### src/common/disk_bridge_pkg.sv
// Shared definitions for the disk-image bridge
//   Data, word, buffer address and slot widths
//   Firmware register field and strobe bit positions
//   Image slot count and the slots that always mount read-only

`default_nettype none

package disk_bridge_pkg;

	// ========================================================================
	// Widths
	// ========================================================================
	localparam int NUM_SLOTS = 8;

	typedef logic [7:0]           byte_t;
	typedef logic [31:0]          word_t;
	typedef logic [8:0]           buf_addr_t;
	typedef logic [2:0]           drive_num_t;
	typedef logic [NUM_SLOTS-1:0] drive_mask_t;
	typedef logic [1:0]           file_type_t;
	typedef logic [15:0]          strobe_t;
	typedef logic [63:0]          img_size_t;

	// ========================================================================
	// Firmware register layout
	// ========================================================================
	// Fields of the OUT2 control word
	localparam int OUT2_LBA_BIT    = 0;
	localparam int OUT2_BLK_RD_BIT = 1;
	localparam int OUT2_BLK_WR_BIT = 2;
	localparam int OUT2_DRV_LSB    = 3;

	// Strobe lines used by the bridge
	localparam int WR_IO_BIT   = 5;
	localparam int WR_DATA_BIT = 6;
	localparam int RD_DATA_BIT = 2;

	// Cartridge and executable slots, never writable
	localparam int RO_SLOT_A = 4;
	localparam int RO_SLOT_B = 5;

endpackage

`default_nettype wire

### src/disk_bridge/image_mount_tracker.sv
// Image mount tracker
//   Captures slot number, type, read-only flag and size on a mount
//   Flips the mounted toggle seen by the firmware
//   Packs the firmware status byte and muxes the read-data word

`timescale 1ns/1ps
`default_nettype none

module image_mount_tracker (
	input  wire                               clk_sys,
	input  wire                               areset,
	input  wire disk_bridge_pkg::drive_mask_t img_mounted_i,
	input  wire                               img_readonly_i,
	input  wire disk_bridge_pkg::img_size_t   img_size_i,
	input  wire disk_bridge_pkg::file_type_t  image_type_i,
	input  wire                               io_done_i,
	input  wire                               lba_sel_i,
	input  wire disk_bridge_pkg::byte_t       buf_q_i,
	output disk_bridge_pkg::byte_t            zpu_in2_o,
	output disk_bridge_pkg::word_t            zpu_in3_o
);

	import disk_bridge_pkg::*;

	logic       mounted_d1;
	logic       mount_evt;
	logic       mounted;
	drive_num_t file_num;
	drive_num_t file_num_next;
	file_type_t file_type;
	logic       read_only;
	word_t      file_size;

	// Only the transition from no slot to some slot counts
	assign mount_evt = ~mounted_d1 & (|img_mounted_i);

	// Highest of slots 0..6 wins; slot 7 only when it is alone
	always_comb begin
		file_num_next = '0;
		for (int i = 0; i < NUM_SLOTS - 1; i++) begin
			if (img_mounted_i[i])
				file_num_next = drive_num_t'(i);
		end
		if (img_mounted_i == (drive_mask_t'(1) << (NUM_SLOTS - 1)))
			file_num_next = drive_num_t'(NUM_SLOTS - 1);
	end

	always_ff @(posedge clk_sys) begin
		if (areset) begin
			mounted_d1 <= 1'b0;
			mounted    <= 1'b0;
			file_num   <= '0;
			file_type  <= '0;
			read_only  <= 1'b0;
		end else begin
			mounted_d1 <= |img_mounted_i;
			if (mount_evt) begin
				mounted   <= ~mounted;
				file_num  <= file_num_next;
				file_type <= image_type_i;
				read_only <= img_readonly_i | img_mounted_i[RO_SLOT_A] |
					img_mounted_i[RO_SLOT_B];
			end
		end
	end

	// Size is payload for the firmware, low word only
	always_ff @(posedge clk_sys) begin
		if (mount_evt)
			file_size <= img_size_i[31:0];
	end

	assign zpu_in2_o = {read_only, file_type, file_num, mounted, io_done_i};
	assign zpu_in3_o = lba_sel_i ? file_size : word_t'(buf_q_i);

endmodule

`default_nettype wire

### config.mk
export PLATFORM = sky130hd
export DESIGN_NAME = image_mount_tracker
export DESIGN_NICKNAME = d
export VERILOG_FILES = /design/src/common/disk_bridge_pkg.sv /design/src/disk_bridge/image_mount_tracker.sv
export SDC_FILE = /design/constraint.sdc
export NUM_CORES = 1
export LEC_CHECK = 0
export BUFFER_PORTS_ARGS = -buffer_cell sky130_fd_sc_hd__buf_2
export CORE_ASPECT_RATIO = 1.1
export CORE_MARGIN = 1
export CORE_UTILIZATION = 40
export CTS_BUF_LIST = sky130_fd_sc_hd__clkbuf_2
export DETAILED_ROUTE_END_ITERATION = 12
export GPL_TIMING_DRIVEN = 0
export PLACE_DENSITY = 0.81
export SYNTH_ARGS = -nofsm -noshare
export SYNTH_HDL_FRONTEND = slang
export SYNTH_SLANG_ARGS = --single-unit
### constraint.sdc
create_clock -name clk_sys -period 2 [get_ports clk_sys]
set_clock_uncertainty 0.2 [all_clocks]
set_input_delay 0.4 -clock clk_sys [delete_from_list [all_inputs] [get_ports clk_sys]]
set_output_delay 0.4 -clock clk_sys [all_outputs]
set_load 0.02 [all_outputs]
==> summary by stage <==
Job
The tool flagged a number of max-cap violations equal to 0.

Clocking
The number of post-CTS setup repair buffers is 0. In this run, CTS created clock tree buffers numbering 5. The cell at the root of the clock tree is sky130_fd_sc_hd__clkbuf_2. TritonCTS built the clock tree.

The clock tree synthesis step divided the H-tree into 2 levels. The clock edge transition at the registers on the reported setup and hold paths is 0.18 ns. The number of buffers on the longest clock path is 2. The clock latency of the later-clocked register in the worst-skew pair is 0.35 ns. The clock drives 40 sinks.

Setup path
The number of buffers and inverters on the critical path is 3. The maximum single-stage delay on the critical path is 0.37 ns. The worst setup path is launched from an input pin.

The endpoint kind of the worst setup timing path is a primary output. The cell occurring most often along the worst timing path is sky130_fd_sc_hd__buf_2. The critical path goes through buf_2 -> clkbuf_2 -> mux2_2 -> buf_2. The class of the most critical setup path is input pin to primary output.

At the worst endpoint, the required time is 1.40 ns. In this run the worst path has a maximum fanout of 10. The top cell family by delay on the critical path is buffers and inverters. Data on the critical path arrives at its endpoint at 1.33 ns. For this design, the slowest cell found on the critical path is sky130_fd_sc_hd__mux2_2.

GRT
The total congestion overflow after global routing is 0. The pin count of the biggest net entering global routing is 21. The global-route usage over all layers is 17.7%. The number of antenna violations at the first check in global routing is 0. The first global-routing pass estimated 5.60 mm of wire. The number of global-route vias before repair is 1,269.

Power
The static leakage is 1.13 nW. The design draws 1.73 mW. The power density relative to cell area is 687 mW/mm2. Across the VDD grid, the largest voltage drop is 0.548 mV.

Layout
The number of nets in the layout is 328. The number of antenna diodes is 0. The post-route netlist has 48.3% of its cells at a drive strength greater than 1. From synthesis to final layout, the design area changed by 57.3%.

Counting the fill cells in the layout gives 293. The number of cells in the finished layout apart from fillers is 292.

Worst hold path
The class of the tightest hold or removal check is input pin to flip-flop.

Routing
The detailed-router iteration count before antenna repair is 4. The violation count after the first detailed-route iteration is 33. The count of nets left with antenna violations after detail routing is 0. The via count is 1,333. After detailed routing, the number of remaining DRC violations is 0. The detailed-route wire length is 3.59 mm. The routed length per placed instance is 12.3 um. After detailed routing, the number of vias per cell comes to 4.57.

Floorplan
The die covers 0.00427 mm2. The count of boundary I/O pins is 127. The die height is 68.4 um.

Once the floorplan was initialized, standard cells occupied 42.9% of the core. The number of placement rows is 23. The region available for standard cell placement spans 0.00374 mm2. The floorplan step set the die width to 62.4 um.

Place
The number of port buffers is 92. Counting tap cells, the placed design contains a total of 251 instances. The placed wire-length estimate after detailed placement is 2.19 mm.

The final estimated routing congestion in global placement is 0.718.

Timing
The final critical path time including I/O delays and setup is 1.93 ns. Setup repair after global routing left no endpoint under its margin. Based on the critical path, the design can be clocked at up to 0.518 GHz. In the final timing run, aggregate negative setup slack is 0 ns.

Setup violations remaining at the end of the flow were counted as 0. In the finished design, the share of the clock period the worst path needs comes to 96.5%. The final number of hold-violating endpoints was 0. The worst pin sits at a relative slew slack of 29.2%.

The number of pins with negative max-slew slack in the final report is 0. The transition time at the pin with the least slew margin is 1.06 ns. Across all hold checks on the routed design, the worst slack comes to 0.0610 ns.

Synth
In this run, synthesis produced a sequential element count of 40. The cell count after synthesis came out at 109. The summed instance area of the synthesized netlist is 0.00160 mm2.

Synthesis produced a netlist with a net count of 196. The sequential-to-total area share from yosys stat is 69.9%. Averaged over all synthesized cells, the footprint is 14.7 um2. The count of cell types in the netlist is 23. The yosys synthesis warning count is 0.

Outcome
The flow ran to the end, and the final reports show no timing, DRC or antenna violations.
[sequential cells by signal, summed over array words and instances, names as in the netlist]
register	cells
mounted	1
file_num	3
mounted_d1	1
file_type	2
read_only	1
file_size	32
[per-stage QoR]
step                      utilization (%)  area, um2  setup slack [ns]
after floorplan                         -       1600             0.176
after global placement               56.9       2130            -0.239
after detailed placement             56.9       2130            -0.265
after CTS                            67.4       2520            0.0450
after global routing                 67.4       2520            0.0144
final                                67.4       2520            0.0707
[final cells by class]
cell class              count  area, um2  area share, %
inverters                   2       7.51          0.298
multi-input cells          61        447           17.7
well taps                  50       62.6           2.48
repair buffers            124        781           31.0
flip-flops and latches     40       1120           44.4
plain buffers               7       38.8           1.54
clock buffers               6       30.0           1.19
clock inverters             2       35.0           1.39
[final timing paths]
check                   from  cells after the start  slack (ns)            end
max                lba_sel_i                      4        0.07   zpu_in3_o[5]
min          image_type_i[1]                      3        0.06   file_type[1]
max reg2reg       mounted_d1                      1        0.21  file_size[26]
min reg2reg        read_only                      2        0.32      read_only
[power breakdown]
part / leakage, nW / switching, mW / internal, mW / total, mW
Sequential: 0.380 / 0.0156 / 0.952 / 0.968
Combinational: 0.706 / 0.159 / 0.155 / 0.315
Clock: 0.0430 / 0.236 / 0.216 / 0.451
Total: 1.13 / 0.411 / 1.32 / 1.73
[cells in the final DEF, fill, tap and decap left out, types with 2 or more instances in the layout]
master / Yosys / final
sky130_fd_sc_hd__a21oi_1: 2 / 2
sky130_fd_sc_hd__buf_4: 3 / 3
sky130_fd_sc_hd__edfxtp_1: 32 / 32
sky130_fd_sc_hd__dlygate4sd3_1: 0 / 32
sky130_fd_sc_hd__mux2_2: 8 / 8
sky130_fd_sc_hd__buf_2: 0 / 92
sky130_fd_sc_hd__clkbuf_1: 3 / 2
sky130_fd_sc_hd__nor3_1: 3 / 3
sky130_fd_sc_hd__inv_1: 2 / 2
sky130_fd_sc_hd__mux2i_1: 2 / 2
sky130_fd_sc_hd__dfxtp_1: 8 / 8
sky130_fd_sc_hd__and2_1: 24 / 24
sky130_fd_sc_hd__nor2_1: 9 / 9
sky130_fd_sc_hd__a211oi_1: 2 / 2
sky130_fd_sc_hd__clkbuf_2: 0 / 7
[repair_timing]
action	CTS	global route
hold endpoints to repair	32	0
hold buffers	32	0
resized for setup	1	0
setup endpoints to repair	7	0
[synth_stat cells]
master                      instances  share of area [%]
sky130_fd_sc_hd__edfxtp_1          32                 60
sky130_fd_sc_hd__and2_1            24                9.4
sky130_fd_sc_hd__nor2_1             9                2.1
sky130_fd_sc_hd__dfxtp_1            8                 10
sky130_fd_sc_hd__mux2_2             8                5.6
sky130_fd_sc_hd__buf_4              3                1.4
sky130_fd_sc_hd__clkbuf_1           3               0.70
sky130_fd_sc_hd__nor3_1             3               0.94
sky130_fd_sc_hd__a211oi_1           2               0.94
sky130_fd_sc_hd__a21oi_1            2               0.62
sky130_fd_sc_hd__inv_1              2               0.47
sky130_fd_sc_hd__mux2i_1            2                1.2
sky130_fd_sc_hd__a2111oi_0          1               0.55
sky130_fd_sc_hd__a2111oi_1          1               0.62
sky130_fd_sc_hd__a21oi_4            1                1.0
sky130_fd_sc_hd__buf_1              1               0.23
sky130_fd_sc_hd__nor2_2             1               0.39
sky130_fd_sc_hd__nor2b_1            1               0.39
sky130_fd_sc_hd__nor4_2             1               0.78
sky130_fd_sc_hd__nor4_4             1                1.3
sky130_fd_sc_hd__nor4b_1            1               0.55
sky130_fd_sc_hd__o21ai_0            1               0.31
sky130_fd_sc_hd__xnor2_1            1               0.55
[layer usage]
metal | GRT usage [%] | up-vias | part of all wire (%)
li1 | - | 658 | -
met1 | 20.3 | 603 | 41
met2 | 31.2 | 70 | 50
met3 | 6.17 | 2 | 8.6
met4 | 6.40 | 0 | 0.50
met5 | 0 | - | 0
[logic make-up (layout without fill, tap and decap cells)]
logic type,Yosys count,count (layout),synth area share [%]
AOI/OAI and AO/OA,8,9,4.06
buffers and inverters,9,141,2.81
DFF,40,40,69.9
xor gates and xnor gates,1,1,0.546
muxes,10,10,6.86
and+or+nand+nor,41,41,15.8
Power figures use the tool's default switching activity.
