## src/common/disk_bridge_pkg.sv

```systemverilog
// Shared definitions for the disk-image bridge
//   Data, word, buffer address and slot widths
//   Firmware register field and strobe bit positions
//   Image slot count and the slots that always mount read-only

`default_nettype none

package disk_bridge_pkg;

	// ========================================================================
	// Widths
	// ========================================================================
	localparam int NUM_SLOTS = 8;

	typedef logic [7:0]           byte_t;
	typedef logic [31:0]          word_t;
	typedef logic [8:0]           buf_addr_t;
	typedef logic [2:0]           drive_num_t;
	typedef logic [NUM_SLOTS-1:0] drive_mask_t;
	typedef logic [1:0]           file_type_t;
	typedef logic [15:0]          strobe_t;
	typedef logic [63:0]          img_size_t;

	// ========================================================================
	// Firmware register layout
	// ========================================================================
	// Fields of the OUT2 control word
	localparam int OUT2_LBA_BIT    = 0;
	localparam int OUT2_BLK_RD_BIT = 1;
	localparam int OUT2_BLK_WR_BIT = 2;
	localparam int OUT2_DRV_LSB    = 3;

	// Strobe lines used by the bridge
	localparam int WR_IO_BIT   = 5;
	localparam int WR_DATA_BIT = 6;
	localparam int RD_DATA_BIT = 2;

	// Cartridge and executable slots, never writable
	localparam int RO_SLOT_A = 4;
	localparam int RO_SLOT_B = 5;

endpackage

`default_nettype wire

```

## src/disk_bridge/zpu_strobe_decode.sv

```systemverilog
// Firmware strobe decoder
//   Delays and edge-detects the register strobe levels
//   Produces single-cycle data write, data read and block pulses
//   Registers the LBA select and drive number fields

`timescale 1ns/1ps
`default_nettype none

module zpu_strobe_decode (
	input  wire                           clk_sys,
	input  wire                           areset,
	input  wire disk_bridge_pkg::word_t   zpu_out2_i,
	input  wire disk_bridge_pkg::strobe_t zpu_wr_i,
	input  wire disk_bridge_pkg::strobe_t zpu_rd_i,
	output logic                          data_wr_o,
	output logic                          data_rd_o,
	output logic                          io_wr_o,
	output logic                          blk_rd_o,
	output logic                          blk_wr_o,
	output logic                          lba_sel_o,
	output disk_bridge_pkg::drive_num_t   drive_num_o
);

	import disk_bridge_pkg::*;

	// Raw register fields
	logic       data_wr_in;
	logic       data_rd_in;
	logic       io_wr_in;
	logic       blk_rd_in;
	logic       blk_wr_in;
	logic       lba_sel_in;
	drive_num_t drive_num_in;

	// Delay stages for edge detection
	logic data_wr_d1;
	logic data_wr_d2;
	logic data_rd_d1;
	logic blk_rd_d1;
	logic blk_wr_d1;

	assign data_wr_in   = zpu_wr_i[WR_DATA_BIT];
	assign data_rd_in   = zpu_rd_i[RD_DATA_BIT];
	assign io_wr_in     = zpu_wr_i[WR_IO_BIT];
	assign blk_rd_in    = zpu_out2_i[OUT2_BLK_RD_BIT];
	assign blk_wr_in    = zpu_out2_i[OUT2_BLK_WR_BIT];
	assign lba_sel_in   = zpu_out2_i[OUT2_LBA_BIT];
	assign drive_num_in = zpu_out2_i[OUT2_DRV_LSB +: $bits(drive_num_t)];

	always_ff @(posedge clk_sys) begin
		if (areset) begin
			data_wr_d1  <= 1'b0;
			data_wr_d2  <= 1'b0;
			data_rd_d1  <= 1'b0;
			blk_rd_d1   <= 1'b0;
			blk_wr_d1   <= 1'b0;
			data_wr_o   <= 1'b0;
			data_rd_o   <= 1'b0;
			io_wr_o     <= 1'b0;
			blk_rd_o    <= 1'b0;
			blk_wr_o    <= 1'b0;
			lba_sel_o   <= 1'b0;
			drive_num_o <= '0;
		end else begin
			// Data write goes through two stages before its edge is taken
			data_wr_d1 <= data_wr_in;
			data_wr_d2 <= data_wr_d1;
			data_wr_o  <= data_wr_d1 & ~data_wr_d2;

			// Falling edge of the read strobe marks a consumed byte
			data_rd_d1 <= data_rd_in;
			data_rd_o  <= data_rd_d1 & ~data_rd_in;

			blk_rd_d1 <= blk_rd_in;
			blk_rd_o  <= blk_rd_in & ~blk_rd_d1;
			blk_wr_d1 <= blk_wr_in;
			blk_wr_o  <= blk_wr_in & ~blk_wr_d1;

			// Level, not a pulse
			io_wr_o     <= io_wr_in;
			lba_sel_o   <= lba_sel_in;
			drive_num_o <= drive_num_in;
		end
	end

endmodule

`default_nettype wire

```

## config.mk

```make
export PLATFORM = sky130hd
export DESIGN_NAME = zpu_strobe_decode
export DESIGN_NICKNAME = d
export VERILOG_FILES = /design/src/common/disk_bridge_pkg.sv /design/src/disk_bridge/zpu_strobe_decode.sv
export SDC_FILE = /design/constraint.sdc
export NUM_CORES = 1
export LEC_CHECK = 0
export ABC_CLOCK_PERIOD_IN_PS = 800
export BUFFER_PORTS_ARGS = -buffer_cell sky130_fd_sc_hd__buf_2
export CORE_UTILIZATION = 22
export CTS_CLUSTER_DIAMETER = 30
export CTS_CLUSTER_SIZE = 30
export DETAILED_ROUTE_END_ITERATION = 16
export GPL_TIMING_DRIVEN = 0
export HOLD_SLACK_MARGIN = 0.1
export PLACE_DENSITY = 0.72
export SLEW_MARGIN = 30
export SYNTH_ARGS = -nofsm -noshare
export SYNTH_HDL_FRONTEND = slang
export SYNTH_SLANG_ARGS = --single-unit
```

## constraint.sdc

```tcl
create_clock -name clk_sys -period 0.8 [get_ports clk_sys]
set_input_delay 0.24 -clock clk_sys [delete_from_list [all_inputs] [get_ports clk_sys]]
set_output_delay 0.24 -clock clk_sys [all_outputs]
set_load 0.01 [all_outputs]
```

==> flow_results.org, run 1 <==
** STA
- Final hold slack :: 0.133 ns
- Max Slew Vio Count :: 0
- Worst rel slew slack :: 92.6%
- Summed negative setup slack over all endpoints :: -1.30 ns
- Upper clock frequency limit :: 1050 MHz
- Unrepaired setup endpoints after global routing :: true
- Count of endpoints failing setup in the final report :: 9
- The routed design could run at a clock period as short as 0.951 ns.
- Smallest setup slack after layout :: -0.151 ns
- Worst-margin pin slew :: 0.111 ns
- Across the routed clock network, the largest skew measured is 0.00391 ns.
- Final critical-path share of the clock period :: 119%
- The number of failing hold endpoints at the final stage is 0.

** Floorplan
- Pin placement for this block handled 75 I/O pins.
- Width of the die :: 45.0 um
- In this run the core area contains 15 standard-cell rows.
- Core region area :: 1730 um2
- For this configuration, the core starts out at a cell density of 23.6%.
- Y dimension of the die :: 45.0 um
- The floorplan step defined a die boundary enclosing 2020 um2.

** Logic synthesis
- Synthesis handed over a netlist of 29 instances.
- The Yosys step of the flow raised 0 warnings.
- Number of flip-flops and latches in the synthesized netlist :: 14
- Sequential fraction of the synthesis area :: 68.9%
- Yosys mapped the design onto 5 distinct sky130hd cell types.
- Post-synthesis average cell area :: 14.0 um2
- Post-synthesis net count :: 95
- Cell area after synthesis :: 407 um2

** Drt
- After the first detailed-routing iteration, the DRC count stood at 1.
- Detail Route Antenna Nets :: 0
- Total number of vias :: 271
- Number of iterations in the first detailed-routing pass :: 2
- Wires add up to 634 um.
- Dividing the detail-routed via count by the number of cells gives 3.52.
- DRC violations left :: 0
- WL per Instance :: 8.23 um

** Cells and area
- Number of nets in the layout :: 119
- Non-filler instance count after layout :: 77
- The library cells used most frequently in the layout, excluding fill and tap cells, are 16 x buf_2, 11 x dfxtp_1, 8 x nor2b_1.
- Count of fill cells added during filler insertion :: 192
- Layout Area Growth over Synthesis :: 45.5%
- Number of diodes added for antenna fixing :: 0
- Share of final-layout standard cells stronger than drive strength 1 :: 59.6%
- Commonest non-fill, non-tap cell in the layout :: buf_2

** GRT
- Pin count of the biggest net entering global routing :: 11
- The first global-routing pass estimated 1040 um of wire.
- Initial antenna violation count :: 0
- Global routing used 8.01% of the available tracks.
- Vias in the first global route :: 277
- Global routing finished with a remaining overflow of 0.

** Worst setup path
- The worst setup path is launched from a flip-flop.
- Traced cell by cell, the critical path runs through buf_2.
- Max incr delay on CP :: 0.32 ns
- In this run the number of cells on the critical path is 1.
- Endpoint class of the critical path :: output port
- The largest individual stage delay along the critical path comes from the cell dfxtp_1.
- Among cell families on the critical path, the largest total delay comes from flip-flops.
- The number of buffers and inverters on the critical path is 1.
- At the worst endpoint, the required time is 0.56 ns.
- Cell count of the worst reg-to-reg path :: 1
- Data arrival time at the worst-slack endpoint :: 0.71 ns
- The worst setup path is of the reg2out kind.
- Along the worst path, the maximum fanout reaches 1.

** Power
- The clock network accounts for 36.6% of the total power.
- Summed over all cells, the static leakage comes to 0.273 nW.
- Of the total power, the share spent switching nets is 20.1%.
- IR analysis of the VDD net gives a maximum drop of 1230 uV.
- Int Power :: 0.00108 W
- Summing internal, switching and leakage power gives 0.00135 W.
- Sequential fraction of design power :: 55.2%
- Net switching power of the design :: 0.000270 W
- Combinational share of power :: 8.2%
- Pwr Density :: 2270 nW/um2

** Run status
- Result of the run :: finished, violations left
- The checks that failed: negative setup slack.

** Clock tree
- In this run the number of H-tree levels came out at 1.
- Worst-case clock buffer depth :: 2
- Clock sink count :: 14
- Later-pin clock latency in the skew report :: 0.27 ns
- TritonCTS created 3 clock buffers.
- TritonCTS built the clock tree.
- Buffers inserted to repair hold after CTS numbered 0.
- Clock Pin Slew Worst Setup and Hold Paths :: 0.08 ns
- The tree is rooted in a clkbuf_4.

** Min path
- Hold path cells :: 2
- The tightest min-delay check is of the in2reg type.

** Placement
- Global placer's final weighted congestion :: 0.652
- Detailed-placement wirelength estimate :: 468 um
- Count of buffers from port buffering :: 19
- Cells after DPL :: 73

** Job
- Max-cap viol count :: 0
## cells in the mapped netlist
cell,count,share of area (%)
dfxtp_1,14,69
nor2b_1,8,12
nor3b_2,4,12
and2b_1,2,3.7
buf_6,1,2.8
## sequential cells by signal (all words and copies together) (netlist names)
name / count
data_rd_o: 1
io_wr_o: 1
data_wr_d2: 1
blk_rd_o: 1
drive_num_o: 3
blk_rd_d1: 1
data_wr_d1: 1
lba_sel_o: 1
data_rd_d1: 1
data_wr_o: 1
blk_wr_d1: 1
blk_wr_o: 1
## final cells by class
class	count	area [um2]	share of cell area (%)
well taps	25	31.3	5.29
repair buffers	19	114	19.2
clock buffers	4	36.3	6.13
flip-flops and latches	14	284	48.0
plain buffers	1	11.3	1.90
multi-input cells	14	115	19.5
## repair_timing
item / 4_1_cts / 5_1_grt
gates resized for setup: 2 / 4
setup endpoints to repair: 9 / 9
pin swaps: 0 / 0
buffers inserted: 0 / 0
## stage by stage
step / util, % / worst slack, ns / area [um2]
floorplan: - / 0.225 / 407
global placement: 30.9 / 0.0438 / 533
detailed placement: 30.9 / 0.0368 / 533
CTS: 33.4 / -0.172 / 577
global route: 34.3 / -0.195 / 592
finish: 34.3 / -0.151 / 592
## path summary, 6_finish.rpt
check | startpoint | endpoint | slack [ns]
max | lba_sel_o$_SDFF_PP0_ | lba_sel_o | -0.15
min | zpu_rd_i[2] | data_rd_o$_SDFF_PP0_ | 0.13
max reg2reg | data_wr_d1$_SDFF_PP0_ | data_wr_o$_SDFF_PP0_ | 0.24
min reg2reg | blk_wr_d1$_SDFF_PP0_ | blk_wr_o$_SDFF_PP0_ | 0.40
## logic make-up (layout without fill, tap and decap cells)
kind of cell  count (synthesis)  count (layout)  share of synthesized area [%]
simple gates                 14              14                           28.3
flops                        14              14                           68.9
buf+inv                       1              24                           2.77
## power by group through the flow
stage	combinational (W)	sequential [W]	clock, W
after global routing	0.000121	0.000747	0.000552
after CTS	0.000106	0.000743	0.000513
after detailed placement	0.000102	0.000757	0
after floorplan	0.0000384	0.000768	0
after global placement	0.000101	0.000755	0
final	0.000110	0.000744	0.000492
## metal layers
| layer | vias up | global-route usage (%) | wire, um |
|---|---|---|---|
| met2 | 19 | 13.0 | 291 |
| met5 | - | 0 | 0 |
| li1 | 135 | - | - |
| met4 | 0 | 3.64 | 0 |
| met1 | 117 | 6.44 | 253 |
| met3 | 0 | 7.60 | 90 |
No activity file was read; power rests on OpenSTA's default activity.
==> inputs of run 2 (changes only) <==
CORE_MARGIN = 8   (was unset)
==> run 2 against run 1 <==
Compared with the run above: the flow still finishes with violations (negative setup slack); clock-buffer cell count decreased by 1; setup slack better by 0.025 ns; cell count fell by 1.3%; critical path type unchanged; highest routed layer unchanged.
==> flow_results.org, run 2 (same netlist as run 1, synthesis figures left out) <==
** STA
- At the pin with the least slew margin, the transition time is 0.112 ns.
- In the post-route analysis, the smallest setup slack over all paths is -0.126 ns.
- The worst pin sits at a relative slew slack of 92.5%.
- Between clock sinks in the finished design, the worst skew comes to 0.000248 ns.
- Of the available clock period, the critical path in the final layout requires 116%.
- Upper clock frequency limit :: 1080 MHz
- The count of pins over their slew limit was 0.
- On the final layout, the worst hold slack is 0.154 ns.
- Summed negative setup slack over all endpoints :: -1.10 ns
- Count of endpoints failing setup in the final report :: 9
- Fin. Hold Viols :: 0
- Counting I/O delays and the setup requirement, the final critical path takes 0.926 ns.
- Unrepaired setup endpoints after global routing :: true

** Cells and area
- Most flops, register :: drive_num_o
- Commonest non-fill, non-tap cell in the layout :: buf_2
- Registers take 283 um2.
- Total area of multi-input combinational cells :: 115 um2
- In the layout the commonest cells are 17 x buf_2, 12 x dfxtp_1, 8 x nor2b_1.
- The filler cells instantiated in the layout total 203.
- Relative to the synthesized area, the layout overhead comes to 40.3%.
- Number of nets in the layout :: 119
- Share of final-layout standard cells stronger than drive strength 1 :: 56.9%
- Number of flip-flops under the largest register name :: 3
- The finished cells cover 571 um2.
- 0 antenna diodes ended up in the layout.

** Worst setup path
- Critical path cell sequence :: buf_6
- Req. time, crit path :: 0.56 ns
- Among cell families on the critical path, the largest total delay comes from flip-flops.
- STA classifies the critical path startpoint as a flip-flop.
- Maximum fanout encountered on the critical timing path :: 1
- STA puts the critical path data arrival time at 0.69 ns.
- Max incr delay on CP :: 0.32 ns
- Setup CP Type :: reg2out
- Combined buffer and inverter count along the critical path :: 1
- Among all stages on the critical path, the largest delay is contributed by dfxtp_2.
- Endpoint class of the critical path :: output port

** Power
- Internal power comes to 0.000969 W.
- Sequential fraction of design power :: 61.7%
- The share of total power dissipated in combinational logic is 8.9%.
- Dividing total power by cell area gives a power density of 2110 nW/um2.
- For this design the total switching power over the nets is 0.000233 W.
- After layout, the design draws a total of 0.00120 W.
- Worst IR drop on VDD :: 684 uV
- Leakage power of the design :: 0.265 nW
- Share of power burned in the clock network :: 29.4%
- Of the total power, the share spent switching nets is 19.4%.

** Clock tree
- CTS saw 14 sinks.
- # H-tree levels :: 1
- TritonCTS built the clock tree.
- The tree is rooted in a clkbuf_4.
- The number of clock buffers added by TritonCTS is 3.
- No sink is reached through more buffers than the 2 on the longest clock path.
- After clock tree synthesis, the clock-pin slew on the worst setup and hold paths is 0.07 ns.
- Once the clock tree was built, the setup fixing pass inserted 0 buffers.
- Later-pin clock latency in the skew report :: 0.26 ns

** Placement
- Cell area after placement :: 533 um2
- Global placer's final weighted congestion :: 0.634
- Count of buffers from port buffering :: 19

** GRT
- Global routing used 4.29% of the available tracks.
- After global routing the overflow that remains totals 0.
- The first global-routing pass estimated 1100 um of wire.
- The initial antenna violation count was 0.
- Vias in the first global route :: 251
- Pin count of the biggest net entering global routing :: 11

** Drt
- After detailed routing, the average wire length per cell comes to 9.00 um.
- Drt total wl :: 684 um
- Number of iterations in the first detailed-routing pass :: 2
- Once detail routing completed, the nets flagged for antenna violations numbered 0.
- For this run, design rule violations remaining after detail routing come to 0.
- Via density :: 3.53
- Total number of vias :: 268
- The detailed router finished its first iteration with 2 violations.

** Floorplan
- The floorplan step set the die width to 59.0 um.
- Number of top-level pins :: 75
- Once the floorplan was initialized, standard cells occupied 23.6% of the core.
- The floorplan step defined a core boundary enclosing 1730 um2.
- The die is 59.0 um tall.
- The initialized floorplan defines 15 standard-cell rows.
- The die covers 3480 um2.

** Min path
- Class of the tightest hold or removal check :: in2reg

** Job
- Across the run, the number of max-cap violations was 0.

** Run status
- Result of the run :: finished, violations left
- The final reports fail on negative setup slack.
-- run 2: final timing paths --
kind	start	to	slack [ns]	cells past startpoint
hold / removal	zpu_rd_i[2]	data_rd_o$_SDFF_PP0_	0.15	2
setup reg to reg	data_wr_d1$_SDFF_PP0_	data_wr_o$_SDFF_PP0_	0.25	1
hold reg to reg	blk_rd_d1$_SDFF_PP0_	blk_rd_o$_SDFF_PP0_	0.40	1
setup / recovery	blk_rd_o$_SDFF_PP0_	blk_rd_o	-0.13	1
-- run 2: final cells by class --
class / instances / area share, %
plain buffers: 1 / 1.97
clock buffers: 3 / 3.95
well taps: 25 / 5.48
multi-input cells: 14 / 20.2
flip-flops and latches: 14 / 49.6
repair buffers: 19 / 18.9
-- run 2: power groups by stage --
| stage | clock, W | sequential, W | combinational, W |
|---|---|---|---|
| after global routing | 0.000412 | 0.000745 | 0.000120 |
| after floorplan | 0 | 0.000768 | 0.0000384 |
| after detailed placement | 0 | 0.000756 | 0.000104 |
| final | 0.000353 | 0.000742 | 0.000108 |
| after global placement | 0 | 0.000755 | 0.000103 |
| after CTS | 0.000382 | 0.000740 | 0.000105 |
-- run 2: what timing repair did --
item                                    4_1_cts  5_1_grt
endpoints found under the setup margin        9        9
gates resized for setup                       0        4
hold buffers                                  0        0
-- run 2: metrics by stage --
| stage | util [%] | std cells | setup WS (ns) |
|---|---|---|---|
| CTS | 32.2 | 76 | -0.152 |
| global route | 33.0 | 76 | -0.181 |
| global placement | 30.9 | 73 | 0.0567 |
| detailed placement | 30.9 | 73 | 0.0566 |
| finish | 33.0 | 76 | -0.126 |
| floorplan | - | 29 | 0.225 |
-- run 2: routing by layer --
layer	vias up	wire length (um)	share of wire, %	global-route usage [%]
li1	136	-	-	-
met1	120	288	42	4.71
met2	12	309	45	6.07
met3	0	86	13	3.04
met4	0	0	0	2.05
met5	-	0	0	0
