## src/common/disk_bridge_pkg.sv

```systemverilog
// Shared definitions for the disk-image bridge
//   Data, word, buffer address and slot widths
//   Firmware register field and strobe bit positions
//   Image slot count and the slots that always mount read-only

`default_nettype none

package disk_bridge_pkg;

	// ========================================================================
	// Widths
	// ========================================================================
	localparam int NUM_SLOTS = 8;

	typedef logic [7:0]           byte_t;
	typedef logic [31:0]          word_t;
	typedef logic [8:0]           buf_addr_t;
	typedef logic [2:0]           drive_num_t;
	typedef logic [NUM_SLOTS-1:0] drive_mask_t;
	typedef logic [1:0]           file_type_t;
	typedef logic [15:0]          strobe_t;
	typedef logic [63:0]          img_size_t;

	// ========================================================================
	// Firmware register layout
	// ========================================================================
	// Fields of the OUT2 control word
	localparam int OUT2_LBA_BIT    = 0;
	localparam int OUT2_BLK_RD_BIT = 1;
	localparam int OUT2_BLK_WR_BIT = 2;
	localparam int OUT2_DRV_LSB    = 3;

	// Strobe lines used by the bridge
	localparam int WR_IO_BIT   = 5;
	localparam int WR_DATA_BIT = 6;
	localparam int RD_DATA_BIT = 2;

	// Cartridge and executable slots, never writable
	localparam int RO_SLOT_A = 4;
	localparam int RO_SLOT_B = 5;

endpackage

`default_nettype wire

```

## src/disk_bridge/block_request_ctrl.sv

```systemverilog
// Block request control
//   LBA register loaded from the firmware data word
//   Per-drive read and write request bits toward the host
//   Request clear on any ack and the io_done flag

`timescale 1ns/1ps
`default_nettype none

module block_request_ctrl (
	input  wire                               clk_sys,
	input  wire                               areset,
	input  wire disk_bridge_pkg::word_t       data_i,
	input  wire                               data_wr_i,
	input  wire                               lba_sel_i,
	input  wire                               blk_rd_i,
	input  wire                               blk_wr_i,
	input  wire disk_bridge_pkg::drive_num_t  drive_num_i,
	input  wire disk_bridge_pkg::drive_mask_t sd_ack_i,
	output disk_bridge_pkg::word_t            sd_lba_o,
	output disk_bridge_pkg::drive_mask_t      sd_rd_o,
	output disk_bridge_pkg::drive_mask_t      sd_wr_o,
	output logic                              io_done_o
);

	import disk_bridge_pkg::*;

	logic ack_any;
	logic ack_d1;

	assign ack_any = |sd_ack_i;

	// ========================================================================
	// LBA register
	// ========================================================================
	always_ff @(posedge clk_sys) begin
		if (data_wr_i && lba_sel_i)
			sd_lba_o <= data_i;
	end

	// ========================================================================
	// Requests and done flag
	// ========================================================================
	always_ff @(posedge clk_sys) begin
		if (areset) begin
			sd_rd_o   <= '0;
			sd_wr_o   <= '0;
			io_done_o <= 1'b0;
			ack_d1    <= 1'b0;
		end else begin
			ack_d1 <= ack_any;

			// A new request marks the transfer as pending
			if (blk_rd_i) begin
				sd_rd_o[drive_num_i] <= 1'b1;
				io_done_o            <= 1'b0;
			end
			if (blk_wr_i) begin
				sd_wr_o[drive_num_i] <= 1'b1;
				io_done_o            <= 1'b0;
			end

			// Host picked it up, drop every request
			if (ack_any) begin
				sd_rd_o <= '0;
				sd_wr_o <= '0;
			end

			// Transfer is over once the ack falls away
			if (ack_d1 && !ack_any)
				io_done_o <= 1'b1;
		end
	end

endmodule

`default_nettype wire

```

## config.mk

```make
export PLATFORM = sky130hd
export DESIGN_NAME = block_request_ctrl
export DESIGN_NICKNAME = d
export VERILOG_FILES = /design/src/common/disk_bridge_pkg.sv /design/src/disk_bridge/block_request_ctrl.sv
export SDC_FILE = /design/constraint.sdc
export NUM_CORES = 1
export LEC_CHECK = 0
export ABC_AREA = 1
export BUFFER_PORTS_ARGS = -buffer_cell sky130_fd_sc_hd__buf_4
export CAP_MARGIN = 20
export CORE_UTILIZATION = 47
export DETAILED_ROUTE_END_ITERATION = 8
export GPL_TIMING_DRIVEN = 0
export PLACE_DENSITY = 0.91
export SLEW_MARGIN = 30
export SYNTH_ARGS = -nofsm -noshare
export SYNTH_HDL_FRONTEND = slang
export SYNTH_SLANG_ARGS = --single-unit
```

## constraint.sdc

```tcl
create_clock -name clk_sys -period 3.9 [get_ports clk_sys]
set_input_delay 0.585 -clock clk_sys [delete_from_list [all_inputs] [get_ports clk_sys]]
set_output_delay 0.585 -clock clk_sys [all_outputs]
set_load 0.05 [all_outputs]
```

==> impl_metrics.tcl, run 1 <==
set metrics [dict create \
    timing.rr.end "sd_rd_o[1]" \
    hp-class "input port to register" \
    clock_insertion_delay_worst_skew_ns 0.29 \
    synth_sequential_area_ratio_pct 74.5 \
    fillCellCount 252 \
    fin_crit_sh_pct 38.1 \
    final-seq-area_um2 1320 \
    finalNonFillerCells 294 \
    synthDominantCellAreaShare_pct 54.2 \
    initial_antenna_violation_count 0 \
    overall_via_count_from_detail_route 1346 \
    timing_hold_violations_final 0 \
    status "completed" \
    pwr_density_cell_nw_per_um2 405 \
    clock_pin_transition_on_the_worst_setup_and_hold_timing_paths_ns 0.09 \
    netlist_top_cells_area "sky130_fd_sc_hd__edfxtp_1 (54%), sky130_fd_sc_hd__dfxtp_1 (20%), sky130_fd_sc_hd__nor2_1 (4.9%)" \
    synth_top_area_cell "sky130_fd_sc_hd__edfxtp_1" \
    largest_net_degree_at_the_start_of_global_routing 33 \
    clock_sink_count 50 \
    rr_startpoint "sd_rd_o[1]" \
    vdd.ir_drop.worst_mv 0.240 \
    die_w_um 63.4 \
    synth_cell_types 14 \
    hold-path-cell-count 2 \
    r2r_setup_slack_ns 3.23 \
    clock_tree.root_cell "sky130_fd_sc_hd__clkbuf_8" \
    grtUsageTotal_pct 19.3 \
    final_max_slew_viol_count 0 \
    worst_setup_path_start_kind "register" \
    gp_congestion 0.729 \
    critical_path.top_delay_family "flip-flops" \
    critical_path_class "register to primary output" \
    cts-htree-levels 2 \
    grt_pass1_vias 1265 \
    die_area_um2 4020 \
    fin_ws_ns 2.41 \
    hp-start "areset" \
    core_region_area_um2 3470 \
    die-height_um 63.4 \
    cp_slowest_cell "sky130_fd_sc_hd__edfxtp_1" \
    tritoncts "done" \
    count_of_synthesis_stage_warnings_from_yosys 0 \
    rsz0062_at_grt "false" \
    detail_route.vias_per_cell 4.58 \
    drt_iter0_drc 49 \
    synthToLayoutAreaGrowth_pct 48.1 \
    post-cts-setup-buffer-count 0 \
    cpPeakStageDelay_ns 0.39 \
    static-leakage-power_nw 1.16 \
    timing.slew.headroom_pct 59.1 \
    synth.net_count 195 \
    element_type_at_the_critical_path_end "primary output" \
    critPathBufInv 1 \
    ys_seq_elements 50 \
    worstPathMaxFanout 1 \
    cts_made_buffers 5 \
    grt_pass1_wl_mm 5.81 \
    dp.cells 286 \
    floorplan.initialDensity_pct 51.1 \
    crit_path_cell_trace "buf_4" \
    antenna_left 0 \
    buffer_ports.inserted 94 \
    cts.repair.resized 0 \
    multiInputGateArea_um2 324 \
    synth_enable_flop_cells 32 \
    hold_buffers 0 \
    maxClockFrequency_mhz 672 \
    setup-tns-final_ns 0 \
    postSynthAreaPerCell_um2 12.1 \
    detailedRoute.firstPassIterationCount 5 \
    post-synth-top-count-cell "sky130_fd_sc_hd__edfxtp_1" \
    num-nets-final 296 \
    crit_arrival_ns 0.90 \
    tightestPinTransition_ns 0.612 \
    maxCapViolations 0 \
    count_of_inserted_antenna_diode_cells 0 \
    drt-wirelength-per-cell_um 12.7 \
    routed_wirelength_mm 3.73 \
    minimum_setup_slack_after_placement_ns 2.34 \
    hold-path-endpoint "ack_d1" \
    synth_cells 146 \
    finalHoldWorstSlack_ns 0.445 \
    grt_overflow 0 \
    pin_count 98 \
    fp-row-count 21 \
    critical_path_required_ns 3.31 \
    timing.final.setup_violations 0 \
    post_synth_most_frequent_cells "sky130_fd_sc_hd__edfxtp_1 (32), sky130_fd_sc_hd__nor2_1 (23), sky130_fd_sc_hd__inv_1 (22)" \
    post_detailed_route_drc_marker_count 0 \
    post_synth_instance_area_um2 1770 \
    post-dp-hpwl_mm 2.87 \
    worst_clock_skew_ns 0.000123 \
    ys_async_sr_fraction_pct 0 \
    layout_cells_sized_above_1_pct 49.2 \
    synthFlopType "sky130_fd_sc_hd__edfxtp_1" \
    final_period_minus_worst_setup_slack_ns 1.49 \
    clock_buffer_depth 2 \
    rr_worst_depth 4 \
]
cells in the final DEF (no fill, tap or decap):
cell and n:
sky130_fd_sc_hd__clkbuf_8 5, sky130_fd_sc_hd__nand4_1 7, sky130_fd_sc_hd__edfxtp_1 32, sky130_fd_sc_hd__nand2_4 1, sky130_fd_sc_hd__buf_4 94, sky130_fd_sc_hd__inv_2 3, sky130_fd_sc_hd__buf_2 3, sky130_fd_sc_hd__clkinv_2 1
sky130_fd_sc_hd__clkinvlp_4 1, sky130_fd_sc_hd__clkinv_4 1, sky130_fd_sc_hd__nand3_1 8, sky130_fd_sc_hd__nor2_1 23, sky130_fd_sc_hd__buf_6 1, sky130_fd_sc_hd__clkinv_1 3, sky130_fd_sc_hd__nand2_1 14, sky130_fd_sc_hd__inv_1 21
sky130_fd_sc_hd__dfxtp_1 18, sky130_fd_sc_hd__nor2_2 9, sky130_fd_sc_hd__nor2_4 3
power by group:
part,switching (W),total [W],leakage [nW],internal [W]
clock,0.000168,0.000294,0.0441,0.000126
combinational,0.000114,0.000175,0.668,0.0000609
sequential,0.00000630,0.000594,0.446,0.000588
layer usage:
layer | global-route usage, % | share of wire [%]
met1 | 21.7 | 39
met2 | 32.8 | 50
met3 | 6.16 | 8.8
met4 | 8.81 | 2.5
met5 | 0 | 0
state kept, by name, summed over array words and instances, names as in the netlist:
name,flops
sd_lba_o,32
sd_rd_o,8
sd_wr_o,8
ack_d1,1
io_done_o,1
through the flow:
stage	power (W)	area (um^2)	util, %
2_1_floorplan	0.000707	1770	-
3_3_place_gp	0.000776	2540	73.1
3_5_place_dp	0.000782	2540	73.1
4_1_cts	0.00107	2630	75.7
5_1_grt	0.00110	2630	75.7
6_report	0.00106	2630	75.7
worst max path at each step:
stage | cells past startpoint | slack, ns | endpoint | from
global placement | 3 | 1.99 | sd_lba_o[9] | data_wr_i
global route | 1 | 2.38 | sd_lba_o[13] | sd_lba_o[13]
detailed placement | 3 | 2.34 | sd_lba_o[1] | data_wr_i
floorplan | 2 | 2.26 | sd_lba_o[0] | data_wr_i
finish | 1 | 2.41 | sd_lba_o[13] | sd_lba_o[13]
CTS | 1 | 2.39 | sd_lba_o[13] | sd_lba_o[13]
cells by family after synthesis:
group	share of synthesized area, %
buf+inv	7.20
simple gates	18.3
flops	74.5
final cells by class:
type	count	area share (%)
tap	46	2.19
buffer	4	1.00
clock buffer	5	2.62
multi-input combinational	65	12.3
sequential	50	50.3
timing repair buffer	94	26.9
clock inverter	3	0.810
inverter	27	3.86
worst register-to-register path: stages (launching register included):
cell                       delay (ns)
sky130_fd_sc_hd__dfxtp_1         0.34
sky130_fd_sc_hd__inv_1           0.04
sky130_fd_sc_hd__nand2_1         0.06
sky130_fd_sc_hd__clkinv_1        0.09
sky130_fd_sc_hd__nor2_4          0.10
Note: power is estimated with default switching activity, not from simulation.
==> run 2, diff against run 1 <==
Settings changed: CORE_UTILIZATION 47 to 43, PLACE_DENSITY 0.91 to 0.85.
Clock period 3.9 ns to 1.55 ns, I/O delays scaled along.
==> run 2 against run 1 <==
Compared with the run above: first-iteration DRC count rose by 63%; combinational power increased to 2.5 times the previous value; non-clock buffer count stayed put; clock power rose to 3.0 times the previous value; critical path depth unchanged; register-to-register slack lost 2.4 ns; clock-buffer cell count is 1 higher; clock skew about the same; sequential share of layout area shrank 0.43 points; final cell count up 0.68%; die area rose by 9.0%.
==> impl_metrics.tcl, run 2 (synthesis gave the netlist of run 1 again) <==
set metrics [dict create \
    drt-wirelength-per-cell_um 12.4 \
    final_period_minus_worst_setup_slack_ns 1.12 \
    floorplan.initialDensity_pct 46.7 \
    critical_path_class "register to primary output" \
    largest_reg_flops 32 \
    worstPathMaxFanout 1 \
    mostFrequentLayoutCell "sky130_fd_sc_hd__buf_4" \
    element_type_at_the_critical_path_end "primary output" \
    hp-start "areset" \
    timing_hold_violations_final 0 \
    cpPeakStageDelay_ns 0.40 \
    status "completed" \
    pwr-share-seq_pct 53.3 \
    intPower_w 0.00211 \
    critPathBufInv 1 \
    pwr_density_cell_nw_per_um2 1060 \
    timing.slew.headroom_pct 58.2 \
    tritoncts "done" \
    grtUsageTotal_pct 17.6 \
    synthToLayoutAreaGrowth_pct 49.4 \
    fp-row-count 22 \
    hp-class "input port to register" \
    die_w_um 66.2 \
    timing.critical_path.from "sd_lba_o[14]" \
    cp_slowest_cell "sky130_fd_sc_hd__edfxtp_1" \
    largest_registers "sd_lba_o x32, sd_rd_o x8, sd_wr_o x8" \
    initial_antenna_violation_count 0 \
    cts.repair.resized 0 \
    final_instance_area_um2 2650 \
    total_cell_area_at_the_placement_stage_um2 2540 \
    layout_cells_sized_above_1_pct 48.8 \
    largest_net_degree_at_the_start_of_global_routing 33 \
    detailedRoute.firstPassIterationCount 3 \
    clock_tree.root_cell "sky130_fd_sc_hd__clkbuf_8" \
    rsz0062_at_grt "false" \
    power.share.clock_pct 31.1 \
    vdd.ir_drop.worst_mv 0.680 \
    clock_buffer_depth 2 \
    post-cts-setup-buffer-count 0 \
    worst_setup_path_start_kind "register" \
    hold_buffers 0 \
    routed_wirelength_mm 3.66 \
    crit_path_cell_trace "buf_4" \
    die-height_um 66.2 \
    cts_made_buffers 5 \
    timing.final.setup_violations 0 \
    post_detailed_route_drc_marker_count 0 \
    post-dp-hpwl_mm 2.88 \
    clock_insertion_delay_worst_skew_ns 0.28 \
    combPwrFrac_pct 15.6 \
    postLayoutCoreUtil_pct 69.7 \
    p_sw_share_pct 24.7 \
    rr_startpoint "sd_rd_o[1]" \
    fin_crit_sh_pct 72.5 \
    mostFrequentLayoutCells "sky130_fd_sc_hd__buf_4 (94), sky130_fd_sc_hd__edfxtp_1 (32), sky130_fd_sc_hd__nor2_1 (23), sky130_fd_sc_hd__inv_1 (21), sky130_fd_sc_hd__dfxtp_1 (18)" \
    total_switching_power_w 0.000694 \
    core_region_area_um2 3800 \
    fillCellCount 305 \
    cts-htree-levels 2 \
    worst_clock_skew_ns 0.0000486 \
    pin_count 98 \
    crit_arrival_ns 0.89 \
    clock_pin_transition_on_the_worst_setup_and_hold_timing_paths_ns 0.08 \
    count_of_inserted_antenna_diode_cells 0 \
    critical_path.top_delay_family "flip-flops" \
    gp_congestion 0.740 \
    final_max_slew_viol_count 0 \
    grt_pass1_wl_mm 5.65 \
    detail_route.vias_per_cell 4.45 \
    grt_overflow 0 \
    num-nets-final 296 \
    clock_sink_count 50 \
    die_area_um2 4380 \
    drt_iter0_drc 80 \
    antenna_left 0 \
    maxClockFrequency_mhz 890 \
    buffer_ports.inserted 94 \
    grt_pass1_vias 1219 \
    critical_path_required_ns 1.32 \
    static-leakage-power_nw 1.17 \
    maxCapViolations 0 \
    overall_via_count_from_detail_route 1316 \
    tightestPinTransition_ns 0.626 \
    register_name_with_the_most_flops "sd_lba_o" \
]
## run 2: path summary, 6_finish.rpt
path | endpoint | slack [ns] | depth (start not counted)
worst max-delay path | sd_lba_o[14] | 0.43 | 1
worst min-delay path | ack_d1 | 0.11 | 2
worst max register to register | sd_rd_o[1] | 0.87 | 4
worst min register to register | io_done_o | 0.46 | 2
## run 2: power by group through the flow
stage               Sequential (W)  Combinational (W)  Clock, W
finish                     0.00150           0.000438  0.000874
global route               0.00150           0.000459  0.000963
CTS                        0.00150           0.000441  0.000900
detailed placement         0.00153           0.000441         0
global placement           0.00153           0.000430         0
floorplan                  0.00173          0.0000528         0
## run 2: layout make-up
cell class	instances	area, um^2	area share [%]
sequential	50	1320	49.9
timing repair buffer	94	706	26.6
multi-input combinational	65	324	12.2
inverter	27	101	3.83
clock buffer	6	72.6	2.74
tap	48	60.1	2.27
clock inverter	2	37.5	1.42
buffer	4	26.3	0.992
## run 2: metrics by stage
stage	cells	hold WS [ns]	setup WS, ns	total power, W	setup TNS [ns]
floorplan	146	0.305	0.259	0.00178	0
global placement	288	0.403	-0.0124	0.00196	-0.363
detailed placement	288	0.407	0.328	0.00197	0
CTS	296	0.0987	0.406	0.00284	0
global route	296	0.0896	0.384	0.00292	0
finish	296	0.107	0.427	0.00281	0
## run 2: layer usage
metal  routed length, um  up-vias  GRT usage (%)  part of all wire, %
met5                   0        -              0                    0
met4                  10        0           4.79                 0.27
met3                 415        2           6.21                   11
met2                1770       68           29.7                   48
met1                1460      584           21.3                   40
li1                    -      662              -                    -
==> run 3, diff against run 2 <==
Settings changed: CORE_UTILIZATION 43 to 39, PLACE_DENSITY 0.85 to 0.81.
Clock period 1.55 ns to 0.9 ns, I/O delays scaled along.
==> run 3 against run 2 <==
Compared with the run above: clock skew barely moved; the flow now finishes with violations (setup timing); final cell count rose by 12%; final area rose by 21%; flip-flop and latch count did not move; sequential power rose by 73%; clock-buffer cell count fell by 1; register-to-register slack got worse by 0.80 ns; via count rose by 14%; largest cell class unchanged.
==> impl_metrics.tcl, run 3 (synthesis gave the netlist of run 1 again) <==
set metrics [dict create \
    rr_worst_depth 4 \
    hp-start "data_i[22]" \
    largest_net_degree_at_the_start_of_global_routing 17 \
    largest_registers "sd_lba_o x32, sd_rd_o x8, sd_wr_o x8" \
    status "complete, but fails checks" \
    critical_path_required_ns 0.76 \
    timing_hold_violations_final 0 \
    detailedRoute.firstPassIterationCount 5 \
    floorplan.initialDensity_pct 40.7 \
    detail_route.vias_per_cell 4.54 \
    mostFrequentLayoutCells "sky130_fd_sc_hd__buf_4 (51), sky130_fd_sc_hd__buf_6 (38), sky130_fd_sc_hd__edfxtp_1 (32), sky130_fd_sc_hd__dlygate4sd3_1 (24), sky130_fd_sc_hd__nor2_1 (23)" \
    worstPathMaxFanout 1 \
    mostFrequentLayoutCell "sky130_fd_sc_hd__buf_4" \
    cts_made_buffers 5 \
    clock_insertion_delay_worst_skew_ns 0.29 \
    timing.rr.end "io_done_o" \
    gp_congestion 0.752 \
    grt_pass1_wl_mm 7.01 \
    fin_crit_sh_pct 118 \
    groute.layer.met2.usage_pct 33.5 \
    clock_buffer_depth 2 \
    post_detailed_route_drc_marker_count 0 \
    crit_arrival_ns 0.93 \
    worst_setup_path_start_kind "register" \
    grt_pass1_vias 1342 \
    timing.critical_path.from "sd_lba_o[3]" \
    clock_sink_count 50 \
    r2r_setup_slack_ns 0.07 \
    core_region_area_um2 4350 \
    vdd.ir_drop.worst_mv 0.839 \
    die-height_um 69.4 \
    antenna_left 0 \
    worst_clock_skew_ns 0.0000485 \
    pin_count 98 \
    hp-class "input port to register" \
    critical_path_class "register to primary output" \
    synthToLayoutAreaGrowth_pct 80.3 \
    final_period_minus_worst_setup_slack_ns 1.06 \
    count_of_inserted_antenna_diode_cells 0 \
    tightestPinTransition_ns 0.364 \
    initial_antenna_violation_count 0 \
    total_cell_area_at_the_placement_stage_um2 2580 \
    largest_reg_flops 32 \
    hold-path-cell-count 1 \
    violations_in_the_final_reports "setup timing" \
    grt_most_used_layer "met2" \
    use_met1_pct 22.6 \
    cts-htree-levels 2 \
    hold-path-endpoint "sd_lba_o[22]" \
    timing.final.setup_violations 49 \
    buffer_ports.inserted 94 \
    pwr_density_cell_nw_per_um2 1500 \
    layout_cells_sized_above_1_pct 52.7 \
    critical_path.top_delay_family "flip-flops" \
    grt_overflow 0 \
    element_type_at_the_critical_path_end "primary output" \
    rsz0062_at_grt "true" \
    crit_path_cell_trace "buf_6" \
    clock_pin_transition_on_the_worst_setup_and_hold_timing_paths_ns 0.09 \
    overall_via_count_from_detail_route 1503 \
    met3_usage_pct 5.81 \
    final_max_slew_viol_count 0 \
    fp-row-count 24 \
    grtUsageTotal_pct 19.2 \
    fin_ws_ns -0.163 \
    static-leakage-power_nw 1.36 \
    die_w_um 69.4 \
    drt_iter0_drc 94 \
    timing.slew.headroom_pct 75.7 \
    drt-wirelength-per-cell_um 15.1 \
    register_name_with_the_most_flops "sd_lba_o" \
    maxCapViolations 0 \
    final_instance_area_um2 3200 \
    cpPeakStageDelay_ns 0.45 \
    maxClockFrequency_mhz 941 \
    tritoncts "done" \
    clock_tree.root_cell "sky130_fd_sc_hd__clkbuf_8" \
    post-dp-hpwl_mm 2.74 \
    num-nets-final 327 \
    setup-tns-final_ns -3.44 \
    rr_startpoint "io_done_o" \
    routed_wirelength_mm 4.98 \
    cp_slowest_cell "sky130_fd_sc_hd__edfxtp_1" \
    critPathBufInv 1 \
    die_area_um2 4820 \
]
run 3: cell count changes in the layout (fill, tap and decap cells not counted), moves of 2 or more:
cell                            delta
sky130_fd_sc_hd__dfxtp_2          +17
sky130_fd_sc_hd__dfxtp_1          -17
sky130_fd_sc_hd__dlygate4sd3_1    +24
sky130_fd_sc_hd__clkinvlp_4        +2
sky130_fd_sc_hd__buf_4            -43
sky130_fd_sc_hd__buf_6            +37
sky130_fd_sc_hd__buf_8            +12
run 3: timing repair:
item,in CTS,in global routing
hold buffers,14,10
setup endpoints to repair,81,49
buffers inserted,4,2
hold endpoints to repair,14,10
gates resized for setup,67,2
gates cloned,1,0
run 3: final cells by class:
class                      instances  area (um^2)
fill                             281         1160
multi-input combinational         65          340
clock inverter                     3         21.3
timing repair buffer             124         1220
timing repair inverter             1         7.51
sequential                        50         1340
buffer                             4         26.3
tap                               52         65.1
inverter                          27          105
clock buffer                       5         68.8
run 3: per-layer routing:
layer	vias up	part of all wire, %	routed length, um
met1	691	42	2080
li1	729	-	-
met4	0	0.28	14
met2	81	51	2540
met3	2	7.0	349
met5	-	0	0
run 3: worst max path at each step:
stage	to	cells past startpoint
after floorplan	sd_lba_o[0]	2
after global placement	sd_lba_o[23]	3
after detailed placement	sd_lba_o[23]	3
after CTS	sd_lba_o[15]	1
after global routing	sd_lba_o[3]	1
final	sd_lba_o[3]	1
run 3: metrics by stage:
stage                     total power (W)  util [%]  hold WS, ns  worst slack, ns  cells
after global routing              0.00499      73.4     -0.00116           -0.194    331
after detailed placement          0.00339      59.2        0.305           -0.430    292
final                             0.00481      73.4       0.0175           -0.163    331
after global placement            0.00338      59.2        0.302           -0.403    292
after floorplan                   0.00307         -        0.207          -0.0897    146
after CTS                         0.00479      70.6     0.000425           -0.146    319
run 3: where the power goes:
group / switching [W] / internal, W / leakage [nW]
Sequential: 0.0000529 / 0.00255 / 0.454
Clock: 0.000724 / 0.000547 / 0.0441
Combinational: 0.000538 / 0.000396 / 0.862
Total: 0.00131 / 0.00349 / 1.36
